==> config.mk <==
export PLATFORM = sky130hd
export DESIGN_NAME = rpc_ctrl_top
export DESIGN_NICKNAME = d
export VERILOG_FILES = /design/src/rtl/rpc_pkg.sv /design/src/rtl/rpc_bus_sequencer.sv /design/src/rtl/rpc_cmd_queue.sv /design/src/rtl/rpc_ctrl_top.sv /design/src/rtl/rpc_reg_block.sv
export SDC_FILE = /design/constraint.sdc
export NUM_CORES = 1
export LEC_CHECK = 0
export BUFFER_PORTS_ARGS = -buffer_cell sky130_fd_sc_hd__buf_2
export CAP_MARGIN = 40
export CORE_ASPECT_RATIO = 0.6
export CORE_MARGIN = 3
export CORE_UTILIZATION = 53
export DETAILED_ROUTE_END_ITERATION = 8
export PLACE_DENSITY = 0.72
export SLEW_MARGIN = 20
export SYNTH_ARGS = -nofsm -noshare
export SYNTH_HDL_FRONTEND = slang
export SYNTH_HIERARCHICAL = 1
export SYNTH_SLANG_ARGS = --single-unit
==> constraint.sdc <==
create_clock -name clk -period 9.5 [get_ports clk]
set_input_delay 0.475 -clock clk [delete_from_list [all_inputs] [get_ports clk]]
set_output_delay 0.475 -clock clk [all_outputs]
set_load 0.01 [all_outputs]
==> src/rtl/rpc_pkg.sv <==
`default_nettype none

package rpc_pkg;

   // --------------------------------------------------------------------------
   // Sizes and register map
   // --------------------------------------------------------------------------
   localparam int RPC_QUEUE_DEPTH = 4;           // Queue entries and host credits
   localparam int RPC_CA_CYCLES   = 3;           // 48-bit CA word, two bytes per clock

   localparam logic [1:0] RPC_REG_CTRL   = 2'd0;
   localparam logic [1:0] RPC_REG_TIMING = 2'd1;
   localparam logic [1:0] RPC_REG_STATUS = 2'd2;

   typedef logic [15:0] rpc_data_t;
   typedef logic [28:0] rpc_addr_t;              // Word address

   typedef struct packed {
      logic       is_read;
      rpc_addr_t  addr;
      logic [3:0] len;                           // Burst is len + 1 words
      rpc_data_t  wdata;
      logic [1:0] wmask;                         // Bit 1 masks the high byte
   } rpc_req_t;

   typedef struct packed {
      logic [3:0] css;                           // CS low before clock starts
      logic [3:0] csh;                           // CS hold after last data
      logic [3:0] cshi;                          // Minimum CS high time
      logic [3:0] latency;                       // Wait cycles after CA
   } rpc_timing_t;

   // --------------------------------------------------------------------------
   // Command-address word
   // --------------------------------------------------------------------------
   typedef struct packed {
      logic        rw;                           // 1 is read
      logic        as;                           // 0 is memory space
      logic        burst_linear;
      logic [25:0] upper_addr;                   // addr[28:3]
      logic [15:0] reserved;
      logic [2:0]  lower_addr;                   // addr[2:0]
   } rpc_ca_fields_t;

   // Byte 5 goes out first, on dq_out0 of the first CA cycle
   typedef union packed {
      rpc_ca_fields_t  f;
      logic [5:0][7:0] b;
   } rpc_ca_u;

   localparam rpc_timing_t RPC_TIMING_RESET = '{
      css:     4'd1,
      csh:     4'd1,
      cshi:    4'd2,
      latency: 4'd6
   };

endpackage

`default_nettype wire

==> src/rtl/rpc_bus_sequencer.sv <==
`default_nettype none

module rpc_bus_sequencer (
   input  wire logic                 clk,
   input  wire logic                 reset,
   input  wire logic                 ctrl_enable,
   input  wire rpc_pkg::rpc_timing_t timing,
   input  wire logic                 head_valid,
   input  wire rpc_pkg::rpc_req_t    head,
   input  wire logic                 rwds_in,
   input  wire logic [7:0]           dq_in0,
   input  wire logic [7:0]           dq_in1,
   output logic                      pop,
   output logic                      busy,
   output logic                      csn,
   output logic                      ck_en,
   output logic                      dq_out_en,
   output logic      [7:0]           dq_out0,
   output logic      [7:0]           dq_out1,
   output logic                      wds_en,
   output logic                      wds0,
   output logic                      wds1,
   output logic                      rsp_valid,
   output rpc_pkg::rpc_data_t        rsp_data,
   output logic                      rsp_last
);

   import rpc_pkg::*;

   typedef enum logic [2:0] {
      ST_IDLE,
      ST_SETUP,
      ST_CA,
      ST_LAT,
      ST_DATA,
      ST_HOLD,
      ST_CSHI
   } seq_state_t;

   seq_state_t state;
   logic [3:0] cnt;                                    // Phase cycle counter
   logic [3:0] rd_cnt;                                 // Read words captured
   logic [3:0] cshi_load;
   rpc_req_t   req_q;
   rpc_ca_u    ca_build;
   rpc_ca_u    ca_q;
   logic       start_ok;
   logic       rd_beat;
   logic       rd_done;
   logic       in_txn;

   // --------------------------------------------------------------------------
   // Command-address word from the queue head
   // --------------------------------------------------------------------------
   always_comb begin
      ca_build.f = '{
         rw:           head.is_read,
         as:           1'b0,
         burst_linear: 1'b1,
         upper_addr:   head.addr[28:3],
         reserved:     16'd0,
         lower_addr:   head.addr[2:0]
      };
   end

   // Last CSHI cycle may overlap with the next pop
   assign start_ok  = (state == ST_IDLE) || ((state == ST_CSHI) && (cnt == 4'd0));
   assign pop       = start_ok && ctrl_enable && head_valid;
   assign rd_beat   = (state == ST_DATA) && req_q.is_read && rwds_in;
   assign rd_done   = rd_beat && (rd_cnt == req_q.len);
   assign cshi_load = (timing.cshi == 4'd0) ? 4'd0 : timing.cshi - 4'd1;

   // --------------------------------------------------------------------------
   // Phase FSM
   // --------------------------------------------------------------------------
   always_ff @(posedge clk) begin
      if (reset) begin
         state  <= ST_IDLE;
         cnt    <= 4'd0;
         rd_cnt <= 4'd0;
      end else begin
         case (state)
            ST_IDLE, ST_CSHI: begin
               if (pop) begin
                  rd_cnt <= 4'd0;
                  if (timing.css == 4'd0) begin
                     state <= ST_CA;
                     cnt   <= 4'(RPC_CA_CYCLES - 1);
                  end else begin
                     state <= ST_SETUP;
                     cnt   <= timing.css - 4'd1;
                  end
               end else if (state == ST_CSHI) begin
                  if (cnt == 4'd0) begin
                     state <= ST_IDLE;
                  end else begin
                     cnt <= cnt - 4'd1;
                  end
               end
            end
            ST_SETUP: begin
               if (cnt == 4'd0) begin
                  state <= ST_CA;
                  cnt   <= 4'(RPC_CA_CYCLES - 1);
               end else begin
                  cnt <= cnt - 4'd1;
               end
            end
            ST_CA: begin
               if (cnt != 4'd0) begin
                  cnt <= cnt - 4'd1;
               end else if (req_q.is_read || (timing.latency == 4'd0)) begin
                  state <= ST_DATA;                    // Reads wait on rwds_in
               end else begin
                  state <= ST_LAT;
                  cnt   <= timing.latency - 4'd1;
               end
            end
            ST_LAT: begin
               if (cnt == 4'd0) begin
                  state <= ST_DATA;
               end else begin
                  cnt <= cnt - 4'd1;
               end
            end
            ST_DATA: begin
               if (rd_beat) begin
                  rd_cnt <= rd_cnt + 4'd1;
               end
               if (!req_q.is_read || rd_done) begin
                  if (timing.csh == 4'd0) begin
                     state <= ST_CSHI;
                     cnt   <= cshi_load;
                  end else begin
                     state <= ST_HOLD;
                     cnt   <= timing.csh - 4'd1;
                  end
               end
            end
            ST_HOLD: begin
               if (cnt == 4'd0) begin
                  state <= ST_CSHI;
                  cnt   <= cshi_load;
               end else begin
                  cnt <= cnt - 4'd1;
               end
            end
            default: begin
               state <= ST_IDLE;
            end
         endcase
      end
   end

   // Request latch and CA shifter, two bytes out per clock
   always_ff @(posedge clk) begin
      if (pop) begin
         req_q <= head;
         ca_q  <= ca_build;
      end else if (state == ST_CA) begin
         ca_q.b <= {ca_q.b[3:0], 16'h0000};
      end
   end

   // --------------------------------------------------------------------------
   // Read capture
   // --------------------------------------------------------------------------
   always_ff @(posedge clk) begin
      if (reset) begin
         rsp_valid <= 1'b0;
         rsp_last  <= 1'b0;
      end else begin
         rsp_valid <= rd_beat;
         rsp_last  <= rd_done;
      end
   end

   always_ff @(posedge clk) begin
      if (rd_beat) begin
         rsp_data <= {dq_in0, dq_in1};                 // Rising half is high byte
      end
   end

   // --------------------------------------------------------------------------
   // Bus outputs
   // --------------------------------------------------------------------------
   assign in_txn    = (state != ST_IDLE) && (state != ST_CSHI);
   assign csn       = !in_txn;
   assign busy      = pop || in_txn;
   assign ck_en     = (state == ST_CA) || (state == ST_LAT) || (state == ST_DATA);
   assign wds_en    = (state == ST_DATA) && !req_q.is_read;
   assign dq_out_en = (state == ST_CA) || wds_en;
   assign dq_out0   = (state == ST_CA) ? ca_q.b[5] : req_q.wdata[15:8];
   assign dq_out1   = (state == ST_CA) ? ca_q.b[4] : req_q.wdata[7:0];
   assign wds0      = req_q.wmask[1];
   assign wds1      = req_q.wmask[0];

   a_ck_under_cs: assert property (@(posedge clk) disable iff (reset)
      ck_en |-> !csn)
      else $error("Error: ck_en active with csn high");

   a_no_drive_with_rsp: assert property (@(posedge clk) disable iff (reset)
      !(dq_out_en && rsp_valid))
      else $error("Error: dq_out_en and rsp_valid both high");

endmodule

`default_nettype wire

==> src/rtl/rpc_cmd_queue.sv <==
`default_nettype none

module rpc_cmd_queue (
   input  wire logic              clk,
   input  wire logic              reset,
   input  wire logic              req_valid,
   input  wire rpc_pkg::rpc_req_t req,
   input  wire logic              pop,
   output logic                   head_valid,
   output rpc_pkg::rpc_req_t      head,
   output logic                   credit
);

   import rpc_pkg::*;

   rpc_req_t                               mem [RPC_QUEUE_DEPTH];
   logic [$clog2(RPC_QUEUE_DEPTH)-1:0]     wr_ptr;
   logic [$clog2(RPC_QUEUE_DEPTH)-1:0]     rd_ptr;
   logic [$clog2(RPC_QUEUE_DEPTH+1)-1:0]   count;

   // Entry storage
   always_ff @(posedge clk) begin
      if (req_valid) begin
         mem[wr_ptr] <= req;
      end
   end

   // Depth is a power of two, so the pointers wrap on their own
   always_ff @(posedge clk) begin
      if (reset) begin
         wr_ptr <= '0;
         rd_ptr <= '0;
         count  <= '0;
      end else begin
         if (req_valid) begin
            wr_ptr <= wr_ptr + 1'b1;
         end
         if (pop) begin
            rd_ptr <= rd_ptr + 1'b1;
         end
         case ({req_valid, pop})
            2'b10:   count <= count + 1'b1;
            2'b01:   count <= count - 1'b1;
            default: count <= count;
         endcase
      end
   end

   assign head_valid = (count != '0);
   assign head       = mem[rd_ptr];
   assign credit     = pop;                            // One credit back per entry

   a_push_full: assert property (@(posedge clk) disable iff (reset)
      req_valid |-> (count != RPC_QUEUE_DEPTH))
      else $error("Error: request pushed while queue is full");

   a_pop_empty: assert property (@(posedge clk) disable iff (reset)
      pop |-> head_valid)
      else $error("Error: pop while queue is empty");

endmodule

`default_nettype wire

==> src/rtl/rpc_ctrl_top.sv <==
`default_nettype none

module rpc_ctrl_top (
   input  wire logic              clk,
   input  wire logic              reset,
   // Request and response channels
   input  wire logic              req_valid,
   input  wire rpc_pkg::rpc_req_t req,
   output logic                   credit,
   output logic                   rsp_valid,
   output rpc_pkg::rpc_data_t     rsp_data,
   output logic                   rsp_last,
   // Register port
   input  wire logic              reg_wr,
   input  wire logic              reg_rd,
   input  wire logic [1:0]        reg_addr,
   input  wire logic [31:0]       reg_wdata,
   output logic      [31:0]       reg_rdata,
   // Memory bus
   input  wire logic              rwds_in,
   input  wire logic [7:0]        dq_in0,
   input  wire logic [7:0]        dq_in1,
   output logic                   csn,
   output logic                   ck_en,
   output logic                   dq_out_en,
   output logic      [7:0]        dq_out0,
   output logic      [7:0]        dq_out1,
   output logic                   wds_en,
   output logic                   wds0,
   output logic                   wds1
);

   import rpc_pkg::*;

   logic        ctrl_enable;
   rpc_timing_t timing;
   logic        busy;
   logic        head_valid;
   rpc_req_t    head;
   logic        pop;

   // --------------------------------------------------------------------------
   // Configuration registers
   // --------------------------------------------------------------------------
   rpc_reg_block u_reg_block (
      .clk         (clk),
      .reset       (reset),
      .reg_wr      (reg_wr),
      .reg_rd      (reg_rd),
      .reg_addr    (reg_addr),
      .reg_wdata   (reg_wdata),
      .busy        (busy),
      .reg_rdata   (reg_rdata),
      .ctrl_enable (ctrl_enable),
      .timing      (timing)
   );

   // --------------------------------------------------------------------------
   // Request queue and bus sequencer
   // --------------------------------------------------------------------------
   rpc_cmd_queue u_cmd_queue (
      .clk        (clk),
      .reset      (reset),
      .req_valid  (req_valid),
      .req        (req),
      .pop        (pop),
      .head_valid (head_valid),
      .head       (head),
      .credit     (credit)
   );

   rpc_bus_sequencer u_bus_sequencer (
      .clk         (clk),
      .reset       (reset),
      .ctrl_enable (ctrl_enable),
      .timing      (timing),
      .head_valid  (head_valid),
      .head        (head),
      .rwds_in     (rwds_in),
      .dq_in0      (dq_in0),
      .dq_in1      (dq_in1),
      .pop         (pop),
      .busy        (busy),
      .csn         (csn),
      .ck_en       (ck_en),
      .dq_out_en   (dq_out_en),
      .dq_out0     (dq_out0),
      .dq_out1     (dq_out1),
      .wds_en      (wds_en),
      .wds0        (wds0),
      .wds1        (wds1),
      .rsp_valid   (rsp_valid),
      .rsp_data    (rsp_data),
      .rsp_last    (rsp_last)
   );

endmodule

`default_nettype wire

==> src/rtl/rpc_reg_block.sv <==
`default_nettype none

module rpc_reg_block (
   input  wire logic                 clk,
   input  wire logic                 reset,
   input  wire logic                 reg_wr,
   input  wire logic                 reg_rd,
   input  wire logic [1:0]           reg_addr,
   input  wire logic [31:0]          reg_wdata,
   input  wire logic                 busy,
   output logic      [31:0]          reg_rdata,
   output logic                      ctrl_enable,
   output rpc_pkg::rpc_timing_t      timing
);

   import rpc_pkg::*;

   // --------------------------------------------------------------------------
   // Register writes
   // --------------------------------------------------------------------------
   always_ff @(posedge clk) begin
      if (reset) begin
         ctrl_enable <= 1'b0;
         timing      <= RPC_TIMING_RESET;
      end else if (reg_wr) begin
         case (reg_addr)
            RPC_REG_CTRL: begin
               ctrl_enable <= reg_wdata[0];            // Bus enable
            end
            RPC_REG_TIMING: begin
               timing <= rpc_timing_t'(reg_wdata[15:0]);
            end
            default: begin
               // Status is read-only, index 3 is unmapped
            end
         endcase
      end
   end

   // --------------------------------------------------------------------------
   // Register reads
   // --------------------------------------------------------------------------
   // Read data is registered and held until the next read
   always_ff @(posedge clk) begin
      if (reset) begin
         reg_rdata <= '0;
      end else if (reg_rd) begin
         case (reg_addr)
            RPC_REG_CTRL: begin
               reg_rdata <= {31'd0, ctrl_enable};
            end
            RPC_REG_TIMING: begin
               reg_rdata <= {16'd0, timing};
            end
            RPC_REG_STATUS: begin
               reg_rdata <= {31'd0, busy};             // Live sequencer state
            end
            default: begin
               reg_rdata <= '0;
            end
         endcase
      end
   end

endmodule

`default_nettype wire

# == Yosys cells after proc, flatten, opt, wreduce, memory -nomap -nowiden ==
# Memories as Yosys holds them, arrays and structs flattened. A register that Yosys moved wholly into a read port is not among the register bits.
# Cells that the tools add are included.
# totals
out_inout_bits,73
word_cells,128
input_bits,108
register_bits,143
ramBits,208
memories,1
# memory_table
memory,words,width,rd,rd_ports_with_merged_regs,write_ports,line,text
u_cmd_queue.mem,4,52,1,1,1,rpc_cmd_queue.sv:16,rpc_req_t mem [RPC_QUEUE_DEPTH];
# op_classes
n_eq_ne,22
addsub,10
mux,37
n_reduce_logical,37
# ops
op,count
48-bit two-way mux,2
4-bit two-way mux,13
16-bit case mux with 3 select lines,1
3-bit two-way mux,9
4-bit case mux with 6 select lines,1
4-bit logical NOT,5
4-bit by 1-bit subtractor with 4-bit output (second input constant),5
3-bit case mux with 6 select lines,1
8-bit two-way mux,2
2-bit by 1-bit != test with 1-bit output (second input constant),6
3-bit == test (second input constant),3
1-bit logical AND,8
2-bit two-way mux,4
4-bit case mux with 2 select lines,1
1-bit logical OR,7
7-bit AND reduction,1
3-bit by 2-bit == test with 1-bit output (second input constant),2
3-bit by 1-bit != test with 1-bit output (second input constant),2
3-bit case mux with 2 select lines,1
2-bit nonzero test,3
3-bit nonzero test,2
6-bit nonzero test,1
2-bit by 1-bit adder with 2-bit output (second input constant),2
4-bit by 1-bit adder with 4-bit output (second input constant),1
18 further kinds,23

# == Longest topological paths before layout ==
# Gate-level depths: netlist (run 1).
# depth
ltp_word,7
mapped_depth,12
ltp_nobuf,10

# == Hierarchy ==
# The synthesis (run 1) kept the hierarchy.
# modules_own_cells
module,area_per_inst_um2,instances,seq_area_each_um2,cells_each
rpc_cmd_queue,8001.4,1,6426.2,319
rpc_bus_sequencer,4189.0,1,2432.3,381
rpc_reg_block,1425.1,1,660.6,163

# == Worst setup path before layout (run 1) ==
# No wires, ideal clock.
# synth_path
path_kind,register to register
startpoint,register u_bus_sequencer.cnt[0]
endpoint,register u_cmd_queue.count[2]
required_time_ns,9.430
setup_time_ns,0.070
n_path_buf,2
t_arrival_ns,3.289
path_stages_with_launch,13
path_slack_ns,6.141
synth_period_minus_slack_ns,3.359
path_cell_list,dfxtp_1 -> inv_1 -> ha_1 -> or4b_4 -> o22ai_4 -> buf_4 -> buf_2 -> ha_1 -> inv_1 -> fa_1 -> xor2_1 -> or3_1 -> a21oi_1
# synth_via
elab_chain_cells,7
elab_cells_between_ends,9
classes_between,eq/ne (2); mux (1); reduce/logical (6)
# synth_lines
item,line,text
start: declaration,rpc_bus_sequencer.sv:41,logic [3:0] cnt;
start signal: assignment,rpc_bus_sequencer.sv:88,cnt <= 4'(RPC_CA_CYCLES - 1);
start signal: assignment,rpc_bus_sequencer.sv:91,cnt <= timing.css - 4'd1;
start signal: assignment,rpc_bus_sequencer.sv:97,cnt <= cnt - 4'd1;
4-bit logical NOT (*),rpc_bus_sequencer.sv:67,assign start_ok = (state == ST_IDLE) || ((state == ST_CSHI) && (cnt == 4'd0));
1-bit logical AND (*),rpc_bus_sequencer.sv:67,
1-bit logical OR (*),rpc_bus_sequencer.sv:67,
1-bit logical AND (*) (2 in a row),rpc_bus_sequencer.sv:68,assign pop = start_ok && ctrl_enable && head_valid;
named net pop,rpc_ctrl_top.sv:40,logic pop;
2-bit by 1-bit == test with 1-bit output or 2-bit == test (tied branches),rpc_cmd_queue.sv:41,"case ({req_valid, pop})"
3-bit case mux with 2 select lines or 2-bit nonzero test (tied branches),n/a,
end signal: assignment,rpc_cmd_queue.sv:42,2'b10: count <= count + 1'b1;
end signal: assignment,rpc_cmd_queue.sv:43,2'b01: count <= count - 1'b1;
end signal: assignment,rpc_cmd_queue.sv:44,default: count <= count;
end: declaration,rpc_cmd_queue.sv:19,logic [$clog2(RPC_QUEUE_DEPTH+1)-1:0] count;
# Mark *: on every way through the listed nets, which the timed path passes. The rest lies on a longest branch.
# A chain may end at the register's enable or synchronous reset.

# == Worst setup path after layout (run 1) ==
# layout_path
startpoint,register u_bus_sequencer.cnt[0]
endpoint,register u_bus_sequencer/ca_q[44] in the netlist's numbering (enable)
# layout_via
elab_chain_cells,6
# layout_lines
item,line,text
4-bit logical NOT,rpc_bus_sequencer.sv:67,
1-bit logical AND,rpc_bus_sequencer.sv:67,
1-bit logical OR,rpc_bus_sequencer.sv:67,
1-bit logical AND (2 in a row),rpc_bus_sequencer.sv:68,
2-bit nonzero test (no source line),n/a,
end signal: assignment,rpc_bus_sequencer.sv:159,ca_q <= ca_build;
end: declaration,rpc_bus_sequencer.sv:46,rpc_ca_u ca_q;
# No other way between the ends.

==> results of run 1 <==
## where the power goes
group	switching (mW)	leakage, nW	internal [mW]
registers	0.0586	3.03	1.71
logic	0.266	2.06	0.175
clock network	0.530	0.469	0.663
## state kept, by name (all words and copies together), names as in the netlist, 2 cells and up, named ones only
name	cells
u_cmd_queue/mem	208
u_bus_sequencer/ca_q	35
u_bus_sequencer/req_q	21
u_bus_sequencer/rsp_data	16
u_reg_block/reg_rdata	16
u_reg_block/timing	16
u_bus_sequencer/cnt	4
u_bus_sequencer/rd_cnt	4
u_bus_sequencer/state	3
u_cmd_queue/count	3
u_cmd_queue/rd_ptr	2
u_cmd_queue/wr_ptr	2
## worst paths after layout
kind / to / slack [ns]
setup / recovery: u_bus_sequencer/ca_q[44] / 5.83
hold / removal: u_bus_sequencer/rsp_data[2] / 0.09
setup reg to reg: u_bus_sequencer/ca_q[44] / 5.83
hold reg to reg: u_bus_sequencer/ca_q[45] / 0.48
## worst max-delay path, cell delays in order, from the launching register on
cell	delay [ns]
dfxtp_1	0.35
inv_1	0.14
ha_1	0.31
or4b_4	0.54
o22ai_4	0.18
buf_4	0.38
buf_4	0.57
nand2b_1	0.44
buf_4	0.40
## placed cells by master, fill, tap and decap left out, types with 4 or more instances in the layout
cell type	count
a211oi_1	4
a21oi_1	34
a21oi_2	9
a22o_1	14
and2_1	16
and2_2	4
and2b_1	6
buf_2	148
buf_4	12
clkbuf_1	4
clkbuf_16	30
clkinv_2	7
clkinvlp_4	5
conb_1	16
dfxtp_1	58
edfxtp_1	277
ha_1	15
inv_1	22
mux2i_1	10
mux4_2	50
nand2_1	103
nand2b_1	4
nand3_1	4
nand3b_1	9
nand4_1	5
nor2_1	42
nor2b_1	13
nor3_1	18
nor3b_1	5
o21ai_0	12
or3_1	4
xnor2_1	12
xor2_1	5
## per-stage QoR
step           power (mW)  std cells
2_1_floorplan       2.089        878
3_3_place_gp        2.220       1300
3_5_place_dp        2.232       1301
4_1_cts             3.425       1357
5_1_grt             3.540       1358
6_report            3.403       1358
## cell type report
class / count / area share [%]
flip-flops and latches: 337 / 61.44
multi-input cells: 458 / 23.38
repair buffers: 162 / 5.666
clock buffers: 37 / 5.206
well taps: 322 / 2.599
clock inverters: 19 / 1.146
inverters: 23 / 0.5569
## logic make-up after synthesis
| kind of cell | after synthesis | synth area share (%) |
|---|---|---|
| AOI/OAI and AO/OA | 95 | 4.852 |
| xor gates and xnor gates | 17 | 1.094 |
| adders and majority gates | 16 | 1.525 |
| buffers and inverters | 83 | 3.933 |
| DFF | 337 | 69.91 |
| muxes | 62 | 9.392 |
| other | 1 | 0.02754 |
| and+or+nand+nor | 252 | 9.263 |
## metal layers
metal,up-vias,GRT usage [%]
met2,230,28.52
met1,3811,31.44
met4,4,3.712
met5,-,0
met3,37,4.877
li1,3512,-
==> results.sh, run 1 <==
export IMPL_status="completed"
export IMPL_clk_pin_slew_ns=0.07
export IMPL_port_buffer_count=148
export IMPL_drt_iter0_markers=699
export IMPL_ys_async_sr_fraction_pct=0
export IMPL_syn_to_final_growth_pct=13.85
export IMPL_grt_pass1_wl_mm=42.37
export IMPL_first_pass_iters=5
export IMPL_leakage_nw=5.563
export IMPL_seq_area_sq_mm=0.009524
export IMPL_drive_gt1_share_pct=27.90
export IMPL_cp_arrival_ns=3.90
export IMPL_top_layer="met5"
export IMPL_yosysTopAreaCell="edfxtp_1"
export IMPL_critPathKind="reg -> reg"
export IMPL_whs_ns=0.09090
export IMPL_worst_slew_margin_rel_pct=45.38
export IMPL_slew_violations=0
export IMPL_yosysWarnings=6
export IMPL_tightest_slew_ns=0.8193
export IMPL_whs_path_depth=1
export IMPL_antenna_left=0
export IMPL_start_kind="flip-flop"
export IMPL_synth_flop_cell="edfxtp_1"
export IMPL_p_per_area_mw_per_mm2=219.5
export IMPL_die_h_um=130.2
export IMPL_layout_nets=1136
export IMPL_dp_slack_ns=5.834
export IMPL_drc_errors=0
export IMPL_rsz0062_at_grt="false"
export IMPL_skew_ns=0.01246
export IMPL_htreeDepth=1
export IMPL_syn_area_sq_mm=0.01362
export IMPL_critPathCaptureType="flip-flop"
export IMPL_yosys_area_top_type_share_pct=61.09
export IMPL_multi_input_area_sq_mm=0.003625
export IMPL_clock_path_buffers=3
export IMPL_hpwl_mm=17.51
export IMPL_peakVddDrop_mv=0.1227
export IMPL_wl_met3_mm=1.975
export IMPL_clk_latency_ns=0.56
export IMPL_grt_antenna_before_repair=2
export IMPL_synth_area_per_cell_sq_um=15.78
export IMPL_synth_edff_count=277
export IMPL_hold_path_class="in -> reg"
export IMPL_final_util_pct=62.71
export IMPL_io_pin_count=181
export IMPL_grt_overflow_total=0
export IMPL_numClockSinks=337
export IMPL_wl_mm=27.52
export IMPL_placed_cell_area_sq_mm=0.01450
export IMPL_cts_tree="built"
export IMPL_track_usage_pct=19.92
export IMPL_drt_met1_wl_mm=13.21
export IMPL_dr_total_vias=7594
export IMPL_min_period_over_period_pct=38.66
export IMPL_cts_resized=0
export IMPL_gp_congestion=0.8750
export IMPL_synth_most_common_cell="edfxtp_1"
export IMPL_routedWlPerCell_um=20.26
export IMPL_grt_max_degree=54
export IMPL_setup_worst_path_start="u_bus_sequencer/cnt[0]"
export IMPL_crit_fanout=51
export IMPL_avgViaCountPerCell=5.592
export IMPL_cp_required_ns=9.73
export IMPL_start_util_pct=55.08
export IMPL_die_w_um=212.9
export IMPL_grt_pass1_vias=7386
export IMPL_dieArea_sq_mm=0.02771
export IMPL_cts_buffers_inserted=30
export IMPL_netlist_instances=863
export IMPL_synth_common_cells="edfxtp_1, nand2_1, dfxtp_1, mux4_2, nor2_1"
export IMPL_nFillCells=1785
export IMPL_hold_viol=0
export IMPL_timing_rr_start="u_bus_sequencer/cnt[0]"
export IMPL_final_area_sq_mm=0.01550
export IMPL_r2r_cells=8
export IMPL_coreArea_sq_mm=0.02472
export IMPL_wl_met2_mm=11.89
export IMPL_yosysSeqAreaShare_pct=69.91
export IMPL_layout_min_cycle_time_ns=3.673
export IMPL_cts_hold_buf=0
export IMPL_yosysUniqueCellTypes=67
export IMPL_setup_viol=0
export IMPL_std_cell_rows=44
export IMPL_setup_ws_ns=5.827
export IMPL_synth_seq_cells=337
export IMPL_diodes=0
export IMPL_cap_violations=0
export IMPL_synth_area_leaders="edfxtp_1, dfxtp_1, mux4_2"
export IMPL_post_cts_buffers=0
export IMPL_root_buffer="clkbuf_16"
export IMPL_finalSetupTns_ns=0
export IMPL_hp_start="dq_in1[2]"
export IMPL_clock_fmax_ghz=0.2723
No activity file was read; power rests on OpenSTA's default activity.
==> run 2: changes to the inputs <==
--- a/config.mk
+++ b/config.mk
@@ -5,6 +5,7 @@
 export SDC_FILE = /design/constraint.sdc
 export NUM_CORES = 1
 export LEC_CHECK = 0
+export ABC_AREA = 1
 export BUFFER_PORTS_ARGS = -buffer_cell sky130_fd_sc_hd__buf_2
 export CAP_MARGIN = 40
 export CORE_ASPECT_RATIO = 0.6
==> constraint.sdc (replaced) <==
create_clock -name clk -period 3.7 [get_ports clk]
set_input_delay 0.185 -clock clk [delete_from_list [all_inputs] [get_ports clk]]
set_output_delay 0.185 -clock clk [all_outputs]
set_load 0.01 [all_outputs]
==> results.sh, run 2 <==
export IMPL_status="completed"
export IMPL_hold_viol=0
export IMPL_track_usage_pct=22.71
export IMPL_combPwrFrac_pct=13.1
export IMPL_clock_fmax_ghz=0.3311
export IMPL_largest_register="u_cmd_queue/mem"
export IMPL_setup_ws_ns=0.6795
export IMPL_grt_pass1_wl_mm=52.03
export IMPL_netSwitchingFraction_pct=24.76
export IMPL_synth_area_per_cell_sq_um=11.61
export IMPL_gp_congestion=0.9486
export IMPL_clock_path_buffers=3
export IMPL_finalSetupTns_ns=0
export IMPL_setup_viol=0
export IMPL_critPathKind="reg -> out"
export IMPL_ys_async_sr_fraction_pct=0
export IMPL_dieArea_sq_mm=0.02921
export IMPL_clk_pin_slew_ns=0.07
export IMPL_wl_mm=33.71
export IMPL_synth_seq_cells=337
export IMPL_synth_flop_cell="edfxtp_1"
export IMPL_final_common_cell="edfxtp_1"
export IMPL_largest_register_ffs=208
export IMPL_slew_violations=0
export IMPL_die_w_um=218.7
export IMPL_hold_path_class="in -> reg"
export IMPL_coreArea_sq_mm=0.02653
export IMPL_syn_area_sq_mm=0.01438
export IMPL_top_regs="u_cmd_queue/mem x208, u_bus_sequencer/ca_q x35, u_bus_sequencer/req_q x21"
export IMPL_routedWlPerCell_um=18.15
export IMPL_grt_max_degree=63
export IMPL_start_util_pct=54.20
export IMPL_root_buffer="clkbuf_16"
export IMPL_avgViaCountPerCell=5.336
export IMPL_first_pass_iters=6
export IMPL_worst_slew_margin_rel_pct=46.27
export IMPL_synth_common_cells="edfxtp_1, nand2_1, nor2_1, o21ai_0, inv_1"
export IMPL_post_cts_buffers=0
export IMPL_cts_tree="built"
export IMPL_cts_hold_buf=89
export IMPL_p_per_area_mw_per_mm2=512.7
export IMPL_layout_nets=1596
export IMPL_cp_arrival_ns=2.84
export IMPL_layout_min_cycle_time_ns=3.021
export IMPL_cts_buffers_inserted=30
export IMPL_port_buffer_count=148
export IMPL_power_frac_seq_pct=49.6
export IMPL_crit_fanout=41
export IMPL_numClockSinks=337
export IMPL_htreeDepth=1
export IMPL_layout_common_cells="edfxtp_1, nand2_1, buf_2"
export IMPL_tightest_slew_ns=0.8051
export IMPL_io_pin_count=181
export IMPL_cp_required_ns=3.51
export IMPL_cap_violations=0
export IMPL_critPathCaptureType="primary output"
export IMPL_dp_slack_ns=1.132
export IMPL_p_int_mw=6.669
export IMPL_synth_edff_count=277
export IMPL_dr_total_vias=9909
export IMPL_cts_resized=0
export IMPL_peakVddDrop_mv=0.3322
export IMPL_drc_errors=0
export IMPL_syn_to_final_growth_pct=20.21
export IMPL_antenna_left=0
export IMPL_std_cell_rows=46
export IMPL_synth_area_leaders="edfxtp_1, dfxtp_1, nand2_1"
export IMPL_clk_latency_ns=0.55
export IMPL_synth_most_common_cell="edfxtp_1"
export IMPL_hpwl_mm=21.24
export IMPL_netlist_instances=1239
export IMPL_yosysSeqAreaShare_pct=66.19
export IMPL_grt_pass1_vias=9448
export IMPL_clockPowerShare_pct=37.3
export IMPL_grt_antenna_before_repair=1
export IMPL_drive_gt1_share_pct=21.72
export IMPL_skew_ns=0.007606
export IMPL_grt_overflow_total=0
export IMPL_min_period_over_period_pct=81.64
export IMPL_yosysTopAreaCell="edfxtp_1"
export IMPL_die_h_um=133.6
export IMPL_drt_iter0_markers=1005
export IMPL_rsz0062_at_grt="false"
export IMPL_yosys_area_top_type_share_pct=57.84
export IMPL_power_switching_mw=2.195
export IMPL_leakage_nw=6.800
export IMPL_yosysWarnings=6
export IMPL_start_kind="flip-flop"
export IMPL_yosysUniqueCellTypes=39
## run 2: cell count changes after synthesis, moves of 34 or more
cell	delta
nor2_4	+40
mux4_2	-50
nand3_1	+34
inv_1	+66
nand2_1	+128
o21ai_0	+117
nor2_1	+90
o22ai_2	+38
## run 2: cell families (layout without fill, tap and decap cells)
kind of cell | after synthesis | after routing | share of synthesized area [%]
flops | 337 | 337 | 66.19
simple gates | 470 | 470 | 15.38
fa+ha+maj | 16 | 16 | 1.444
other cells | 1 | 17 | 0.02608
xor+xnor | 5 | 5 | 0.3046
buf+inv | 167 | 409 | 5.968
compound gates | 243 | 243 | 10.68
## run 2: path summary, 6_finish.rpt
| kind | start | endpoint | slack [ns] | cells after the start |
|---|---|---|---|---|
| setup / recovery | u_bus_sequencer/state[1] | dq_out1[1] | 0.68 | 5 |
| hold / removal | reg_addr[1] | u_reg_block/reg_rdata[0] | 0.09 | 5 |
| setup reg to reg | u_bus_sequencer/state[1] | u_bus_sequencer/cnt[3] | 1.10 | 9 |
| hold reg to reg | u_cmd_queue/rd_ptr[1] | flip-flop | 0.45 | 1 |
## run 2: final cells by class
cell class	instances	area, sq um
sequential	337	9523
fill	2017	9245
multi-input combinational	750	4060
timing repair buffer	257	1834
clock buffer	41	843.3
tap	360	450.4
inverter	96	367.9
clock inverter	15	206.4
antenna	1	2.502
## run 2: per-stage QoR
step           instances  area, sq um  hold WS (ns)  utilization, %  total power, mW
5_1_grt             1856        17290        0.1009           65.15            9.213
3_3_place_gp        1708        15270        0.3624           57.55            5.499
4_1_cts             1855        17270       0.04481           65.07            8.888
2_1_floorplan       1254        14440        0.2541               -            5.200
6_report            1857        17290       0.08726           65.16            8.864
3_5_place_dp        1710        15320        0.3634           57.76            5.525
## run 2: power by group through the flow
stage	sequential (mW)	clock [mW]	combinational, mW
floorplan	4.46	0	0.744
global placement	4.46	0	1.04
detailed placement	4.47	0	1.05
CTS	4.39	3.36	1.14
global route	4.41	3.51	1.29
finish	4.39	3.31	1.16
## run 2: routing by layer
layer,global-route usage [%],up-vias,part of all wire [%]
met5,0,-,0.021
met4,5.034,2,1.7
met3,4.718,43,8.9
met2,33.22,431,44
met1,35.21,4742,46
li1,-,4691,-
## run 2: critical path, cell delays in order (launching register included)
cell	delay [ns]
dfxtp_1	0.54
nand3_2	0.53
inv_2	0.77
nand2_1	0.14
nand2_1	0.14
buf_2	0.14
